[config.mk]
export PLATFORM = sky130hd
export DESIGN_NAME = zx_host_top
export DESIGN_NICKNAME = d
export VERILOG_FILES = /design/src/logic/zx_pkg.sv /design/src/logic/zx_bus_decode.sv /design/src/logic/zx_mem_pager.sv /design/src/logic/zx_ula_port.sv /design/src/logic/zx_io_read.sv /design/src/logic/zx_host_top.sv
export SDC_FILE = /design/constraint.sdc
export NUM_CORES = 1
export LEC_CHECK = 0
export ABC_CLOCK_PERIOD_IN_PS = 2900
export BUFFER_PORTS_ARGS = -buffer_cell sky130_fd_sc_hd__buf_2
export CAP_MARGIN = 5
export CORE_MARGIN = 2
export CORE_UTILIZATION = 36
export CTS_BUF_LIST = sky130_fd_sc_hd__clkbuf_16
export CTS_CLUSTER_SIZE = 30
export DETAILED_ROUTE_END_ITERATION = 10
export GPL_ROUTABILITY_DRIVEN = 0
export PLACE_DENSITY = 0.95
export SYNTH_ARGS = -nofsm -noshare
export SYNTH_HDL_FRONTEND = slang
export SYNTH_SLANG_ARGS = --single-unit
export TNS_END_PERCENT = 1
[constraint.sdc]
create_clock -name clk_sys -period 2.9 [get_ports clk_sys]
set_clock_uncertainty 0.2 [all_clocks]
set_input_delay 0.435 -clock clk_sys [delete_from_list [all_inputs] [get_ports clk_sys]]
set_output_delay 0.435 -clock clk_sys [all_outputs]
set_load 0.02 [all_outputs]
[src/logic/zx_pkg.sv]
package zx_pkg;

	// ========================================================================
	// Bus and memory types
	// ========================================================================

	typedef logic [15:0] cpu_addr_t;
	typedef logic [7:0]  cpu_data_t;

	// ROM flag, 5-bit bank number, 14-bit offset
	typedef logic [19:0] mem_addr_t;
	typedef logic [4:0]  bank_t;

	typedef logic [2:0]  border_t;

	// Eight half-rows of five keys, active low
	typedef logic [39:0] key_matrix_t;

	typedef enum logic [1:0] {
		MEM_128K = 2'd0,
		MEM_512K = 2'd1,
		MEM_48K  = 2'd2
	} mem_mode_t;

	// Width of the offset inside a 16K bank
	localparam int BANK_OFFSET_W = 14;

	// Banks that are always mapped at 4000 and 8000
	localparam bank_t PAGE_BANK_5 = 5'd5;
	localparam bank_t PAGE_BANK_2 = 5'd2;

	// ========================================================================
	// Port constants
	// ========================================================================

	// Bits of the 7FFD paging byte
	localparam int PAGE_SCR_BIT  = 3;
	localparam int PAGE_ROM_BIT  = 4;
	localparam int PAGE_LOCK_BIT = 5;

	// Bits of the FE output byte, border is 2:0
	localparam int ULA_MIC_BIT = 3;
	localparam int ULA_EAR_BIT = 4;

	// Keyboard layout as seen through port FE
	localparam int KEY_ROWS  = 8;
	localparam int KEY_ROW_W = 5;

endpackage

[src/logic/zx_bus_decode.sv]
`timescale 1ns/1ps

module zx_bus_decode (
	input  logic             clk_sys,
	input  logic             reset,
	input  zx_pkg::cpu_addr_t addr,
	input  logic             m1_n,
	input  logic             iorq_n,
	input  logic             rd_n,
	input  logic             wr_n,
	output logic             io_write,
	output logic             io_read_active,
	output logic             sel_page,
	output logic             sel_ula
);

	logic io_wr;
	logic io_rd;
	logic io_wr_q;

	// IORQ together with M1 is an interrupt acknowledge, not a port access
	assign io_wr = ~iorq_n & ~wr_n & m1_n;
	assign io_rd = ~iorq_n & ~rd_n & m1_n;

	// Previous write level, so a long write strobe counts once
	always_ff @(posedge clk_sys) begin
		if (reset) begin
			io_wr_q <= 1'b0;
		end else begin
			io_wr_q <= io_wr;
		end
	end

	// High up to and including the first edge that samples the write
	assign io_write = io_wr & ~io_wr_q;

	assign io_read_active = io_rd;

	// ========================================================================
	// Port selects
	// ========================================================================

	// 7FFD is partially decoded on A15 and A1
	assign sel_page = ~addr[15] & ~addr[1];

	// Any even port reaches the ULA
	assign sel_ula = ~addr[0];

	// The strobes come from one CPU, so they never overlap
	a_no_rd_wr_overlap : assert property (
		@(posedge clk_sys) disable iff (reset)
		!(io_rd && io_wr)
	) else $error("I/O read and I/O write active together");

endmodule

[src/logic/zx_mem_pager.sv]
`timescale 1ns/1ps

module zx_mem_pager (
	input  logic              clk_sys,
	input  logic              reset,
	input  zx_pkg::mem_mode_t mem_mode,
	input  zx_pkg::cpu_addr_t addr,
	input  zx_pkg::cpu_data_t cpu_dout,
	input  logic              mreq_n,
	input  logic              rd_n,
	input  logic              wr_n,
	input  logic              io_write,
	input  logic              sel_page,
	output zx_pkg::mem_addr_t ram_addr,
	output logic              ram_we,
	output logic              ram_rd,
	output logic              screen_page
);

	import zx_pkg::*;

	mem_mode_t                mode_q;
	cpu_data_t                page_reg;
	logic [1:0]               page_ext;
	logic                     page_disable;
	logic                     page_write;
	logic                     rom_page;
	bank_t                    rom_bank;
	bank_t                    ram_bank;
	logic [BANK_OFFSET_W-1:0] offset;

	// ========================================================================
	// Paging register
	// ========================================================================

	// Lock bit or 48K mode freezes the page until the next reset
	assign page_disable = (mode_q == MEM_48K) | page_reg[PAGE_LOCK_BIT];
	assign page_write   = io_write & sel_page & ~page_disable;

	always_ff @(posedge clk_sys) begin
		if (reset) begin
			// Machine type is only taken while in reset
			mode_q   <= mem_mode;
			page_reg <= '0;
			page_ext <= '0;
		end else if (page_write) begin
			page_reg <= cpu_dout;
			// Pentagon style 512K uses the two spare top bits
			if (mode_q == MEM_512K) begin
				page_ext <= cpu_dout[7:6];
			end
		end
	end

	assign screen_page = page_reg[PAGE_SCR_BIT];

	// ========================================================================
	// Address mapping
	// ========================================================================

	// 48K machines only know the BASIC ROM
	assign rom_page = (mode_q == MEM_48K) ? 1'b1 : page_reg[PAGE_ROM_BIT];
	assign rom_bank = {4'd0, rom_page};
	assign ram_bank = {page_ext, page_reg[2:0]};
	assign offset   = addr[BANK_OFFSET_W-1:0];

	always_comb begin
		case (addr[15:14])
			2'b00: ram_addr = {1'b1, rom_bank, offset};
			2'b01: ram_addr = {1'b0, PAGE_BANK_5, offset};
			2'b10: ram_addr = {1'b0, PAGE_BANK_2, offset};
			default: ram_addr = {1'b0, ram_bank, offset};
		endcase
	end

	assign ram_rd = ~mreq_n & ~rd_n;

	// ROM window is write protected
	assign ram_we = ~mreq_n & ~wr_n & (addr[15] | addr[14]);

	// ========================================================================
	// Checks
	// ========================================================================

	// Write protect and mapping agree on where ROM lives
	a_no_rom_write : assert property (
		@(posedge clk_sys) disable iff (reset)
		ram_we |-> !ram_addr[19]
	) else $error("Memory write reached the ROM area");

endmodule

[src/logic/zx_ula_port.sv]
`timescale 1ns/1ps

module zx_ula_port (
	input  logic              clk_sys,
	input  logic              reset,
	input  logic              io_write,
	input  logic              sel_ula,
	input  zx_pkg::cpu_data_t cpu_dout,
	output zx_pkg::border_t   border_color,
	output logic              ear_out,
	output logic              mic_out
);

	import zx_pkg::*;

	logic ula_write;

	// ========================================================================
	// Port FE output latch
	// ========================================================================

	// One pulse per OUT instruction
	assign ula_write = io_write & sel_ula;

	always_ff @(posedge clk_sys) begin
		if (reset) begin
			border_color <= '0;
			ear_out      <= 1'b0;
			mic_out      <= 1'b0;
		end else if (ula_write) begin
			// Border colour in the low three bits
			border_color <= cpu_dout[2:0];
			// Speaker and tape out
			ear_out      <= cpu_dout[ULA_EAR_BIT];
			mic_out      <= cpu_dout[ULA_MIC_BIT];
		end
	end

endmodule

[src/logic/zx_io_read.sv]
`timescale 1ns/1ps

module zx_io_read (
	input  zx_pkg::cpu_addr_t   addr,
	input  logic                mreq_n,
	input  logic                io_read_active,
	input  logic                sel_ula,
	input  zx_pkg::key_matrix_t key_matrix,
	input  logic                ear_in,
	input  zx_pkg::cpu_data_t   ram_rdata,
	output zx_pkg::cpu_data_t   cpu_din
);

	import zx_pkg::*;

	logic [KEY_ROW_W-1:0] key_row;

	// ========================================================================
	// Keyboard half-rows
	// ========================================================================

	// Every half-row with its address line low is ANDed in
	always_comb begin
		key_row = '1;
		for (int r = 0; r < KEY_ROWS; r++) begin
			if (!addr[8 + r]) begin
				key_row = key_row & key_matrix[r * KEY_ROW_W +: KEY_ROW_W];
			end
		end
	end

	// ========================================================================
	// CPU read data
	// ========================================================================

	// Unmapped ports float high on the real bus
	always_comb begin
		if (!mreq_n) begin
			cpu_din = ram_rdata;
		end else if (io_read_active && sel_ula) begin
			cpu_din = {1'b1, ear_in, 1'b1, key_row};
		end else begin
			cpu_din = 8'hff;
		end
	end

endmodule

[src/logic/zx_host_top.sv]
`timescale 1ns/1ps

module zx_host_top (
	input  logic                clk_sys,
	input  logic                reset,

	// Z80 bus
	input  zx_pkg::cpu_addr_t   addr,
	input  zx_pkg::cpu_data_t   cpu_dout,
	input  logic                m1_n,
	input  logic                mreq_n,
	input  logic                iorq_n,
	input  logic                rd_n,
	input  logic                wr_n,
	output zx_pkg::cpu_data_t   cpu_din,

	// Banked memory
	output zx_pkg::mem_addr_t   ram_addr,
	output logic                ram_we,
	output logic                ram_rd,
	input  zx_pkg::cpu_data_t   ram_rdata,

	// Machine configuration and inputs
	input  zx_pkg::mem_mode_t   mem_mode,
	input  zx_pkg::key_matrix_t key_matrix,
	input  logic                ear_in,

	// ULA outputs
	output zx_pkg::border_t     border_color,
	output logic                ear_out,
	output logic                mic_out,
	output logic                screen_page
);

	logic io_write;
	logic io_read_active;
	logic sel_page;
	logic sel_ula;

	// ========================================================================
	// Bus decode
	// ========================================================================

	zx_bus_decode i_bus_decode (
		.clk_sys        (clk_sys),
		.reset          (reset),
		.addr           (addr),
		.m1_n           (m1_n),
		.iorq_n         (iorq_n),
		.rd_n           (rd_n),
		.wr_n           (wr_n),
		.io_write       (io_write),
		.io_read_active (io_read_active),
		.sel_page       (sel_page),
		.sel_ula        (sel_ula)
	);

	// ========================================================================
	// Memory paging and ULA port
	// ========================================================================

	zx_mem_pager i_mem_pager (
		.clk_sys     (clk_sys),
		.reset       (reset),
		.mem_mode    (mem_mode),
		.addr        (addr),
		.cpu_dout    (cpu_dout),
		.mreq_n      (mreq_n),
		.rd_n        (rd_n),
		.wr_n        (wr_n),
		.io_write    (io_write),
		.sel_page    (sel_page),
		.ram_addr    (ram_addr),
		.ram_we      (ram_we),
		.ram_rd      (ram_rd),
		.screen_page (screen_page)
	);

	zx_ula_port i_ula_port (
		.clk_sys      (clk_sys),
		.reset        (reset),
		.io_write     (io_write),
		.sel_ula      (sel_ula),
		.cpu_dout     (cpu_dout),
		.border_color (border_color),
		.ear_out      (ear_out),
		.mic_out      (mic_out)
	);

	// Read data back to the CPU
	zx_io_read i_io_read (
		.addr           (addr),
		.mreq_n         (mreq_n),
		.io_read_active (io_read_active),
		.sel_ula        (sel_ula),
		.key_matrix     (key_matrix),
		.ear_in         (ear_in),
		.ram_rdata      (ram_rdata),
		.cpu_din        (cpu_din)
	);

endmodule

==> qor.txt <==
Status: completed
Syn nets: 213
H-tree levels: 1
# setup viols final: 0
Drt pass-1 iters: 4
Worst vdd ir: 0.000392 V
Setup TNS: 0 ps
Vias in the first global route: 1202
Setup crit start: addr[0]
Yosys reg bits: 16
Leading cell type by number of instances after synthesis: o22ai_1
Post-synthesis cell area: 1060 µm²
Synth top area share: 26.4%
Top Ports: 118
Antenna-violating nets left: 0
Max Fclk: 474 MHz
Worst skew pair latency: 250 ps
CTS root buffer: clkbuf_16
Top Usage Layer GRT: met2
Initial antenna violation count: 0
Yosys top cell by area: dfxtp_1
Dpl hpwl: 2.90 mm
Clock transition at the registers of the reported paths: 50 ps
Final count of pins violating max slew: 0
Period utilization: 72.7%
Main synth FF type: dfxtp_1
Worst R2R Start: i_bus_decode.io_wr_q$_SDFF_PP0_
YS warnings: 0
Drt drc: 0
Met3 Use GR: 4.84%
Post_cts resized: 0
Fin nets: 303
Post-Syn Area per Cell: 8.10 µm²
Hold path depth: 1
Async S/R FF share, synth: 0%
Post-Synthesis Cells: 131
Leak: 0.759 nW
Vias/cell: 5.34
RSZ-0062 raised after global routing: false
Area grow syn2layout: 48.5%
Register area share after synthesis: 32.1%
GRT Total Usage: 20.9%
CTS Buf Count: 3
CP startpoint kind: input port
Placed Instance Area: 1500 µm²
DIE HEIGHT: 58.3 µm
EDFF count, synth: 2
Pin count of the biggest net entering global routing: 16
I/O Buffers: 105
Met1 Use GR: 21.1%
Hold Buf Count CTS: 0
Hold/Removal Path Class: input port to register
ANT cells: 0
Die area: 3400 µm²
Crit-path max FO: 7
Final Critical Period: 2110 ps
Initial DRC count: 38
DR WL/cell: 14.7 µm
M2 GR Usage: 40.4%
Worst-Margin Slew: 844 ps
Synth top cells by count: o22ai_1, nand2_1, buf_4, dfxtp_1
Share of cells above drive strength 1: 50.9%
Core box area: 2780 µm²
FF-to-FF setup slack: 1000 ps
Design area: 1580 µm²
End of the worst hold path: i_mem_pager.mode_q[0]$_DFFE_PP_
Max clock buf depth: 2
Setup CP Type: input port to output pin
PwrDens: 420 nW/µm²
CTS tree: yes
Rows: 19
Total wire length: 3.68 mm
Setup Fix Bufs, Post-CTS: 0
CTS sink cnt: 16
Initial core utilization: 38.1%
Area contributors post-synth: dfxtp_1, o22ai_1, buf_4
CP Capture Type: output pin
Reg-to-reg endpoint: i_mem_pager.page_reg[1]$_SDFFE_PP0P_
Count of cell types in the netlist: 28
Max reg flops: 6
Total gr overflow: 0
Via count: 1341
Worst Path Required: 2270 ps
Max-cap viol count: 0
Hold path start: mem_mode[0]
First-pass GRT wire length: 5.38 mm
Chip Width: 58.3 µm
Worst path arrival time: 1470 ps
Hold Vio Cnt, Final: 0
Cell count of the worst reg-to-reg path: 3
Max-slew headroom: 42.9%
-- cells by family after synthesis --
group | share of synthesized area, %
compound gates | 24.4
buf+inv | 13.9
flops | 32.1
mux | 6.60
simple gates | 23.0
-- cell usage in the layout (no fill, tap or decap), types with 3 or more instances in the layout --
cell type	netlist	routed
clkbuf_16	0	3
inv_1	5	5
buf_2	1	105
a21oi_1	6	6
o22a_1	6	6
nor2_1	3	3
mux2i_1	7	7
o22ai_1	20	20
nor4_1	5	5
nand2_1	15	15
dfxtp_1	14	14
o21ai_0	7	7
nand3_1	5	5
-- layout make-up --
cell class	instances	area, µm²
repair buffers	105	526
clock inverters	1	3.75
inverters	5	18.8
flip-flops and latches	16	340
multi-input cells	90	573
fillers	281	1210
clock buffers	3	75.1
well taps	31	38.8
-- critical path, stage by stage --
cell     delay (ps)
buf_2           130
inv_1           160
nand4_1         310
o22a_1          280
buf_2           160
-- where the power goes --
group          internal, mW  switching [mW]  total (mW)
logic                0.0729          0.0893       0.162
clock network         0.183          0.0839       0.267
registers             0.230         0.00297       0.233
-- stage by stage --
| stage | hold WS, ps | utilization (%) | std cells | setup WS, ps | total power, mW |
|---|---|---|---|---|---|
| final | 165 | 56.6 | 251 | 790 | 0.662 |
| after global routing | 157 | 56.6 | 251 | 710 | 0.694 |
| after CTS | 162 | 56.6 | 251 | 760 | 0.667 |
| after detailed placement | 245 | 53.8 | 247 | 743 | 0.399 |
| after global placement | 239 | 53.8 | 247 | 775 | 0.397 |
| after floorplan | 230 | - | 131 | 934 | 0.334 |
-- worst max-delay path by stage --
stage,end,slack [ps],cells past startpoint
2_1_floorplan,ram_we,930,3
3_5_place_dp,i_mem_pager.page_reg[3]$_SDFFE_PP0P_,740,4
6_report,cpu_din[6],790,5
4_1_cts,cpu_din[2],760,5
3_3_place_gp,i_mem_pager.page_reg[4]$_SDFFE_PP0P_,780,4
5_1_grt,cpu_din[2],710,5
-- layer usage --
layer / vias to the layer above / share of wire [%]
li1: 658 / -
met1: 606 / 35
met2: 68 / 54
met3: 9 / 8.3
met4: 0 / 2.1
met5: - / 0
Power figures use the tool's default switching activity.
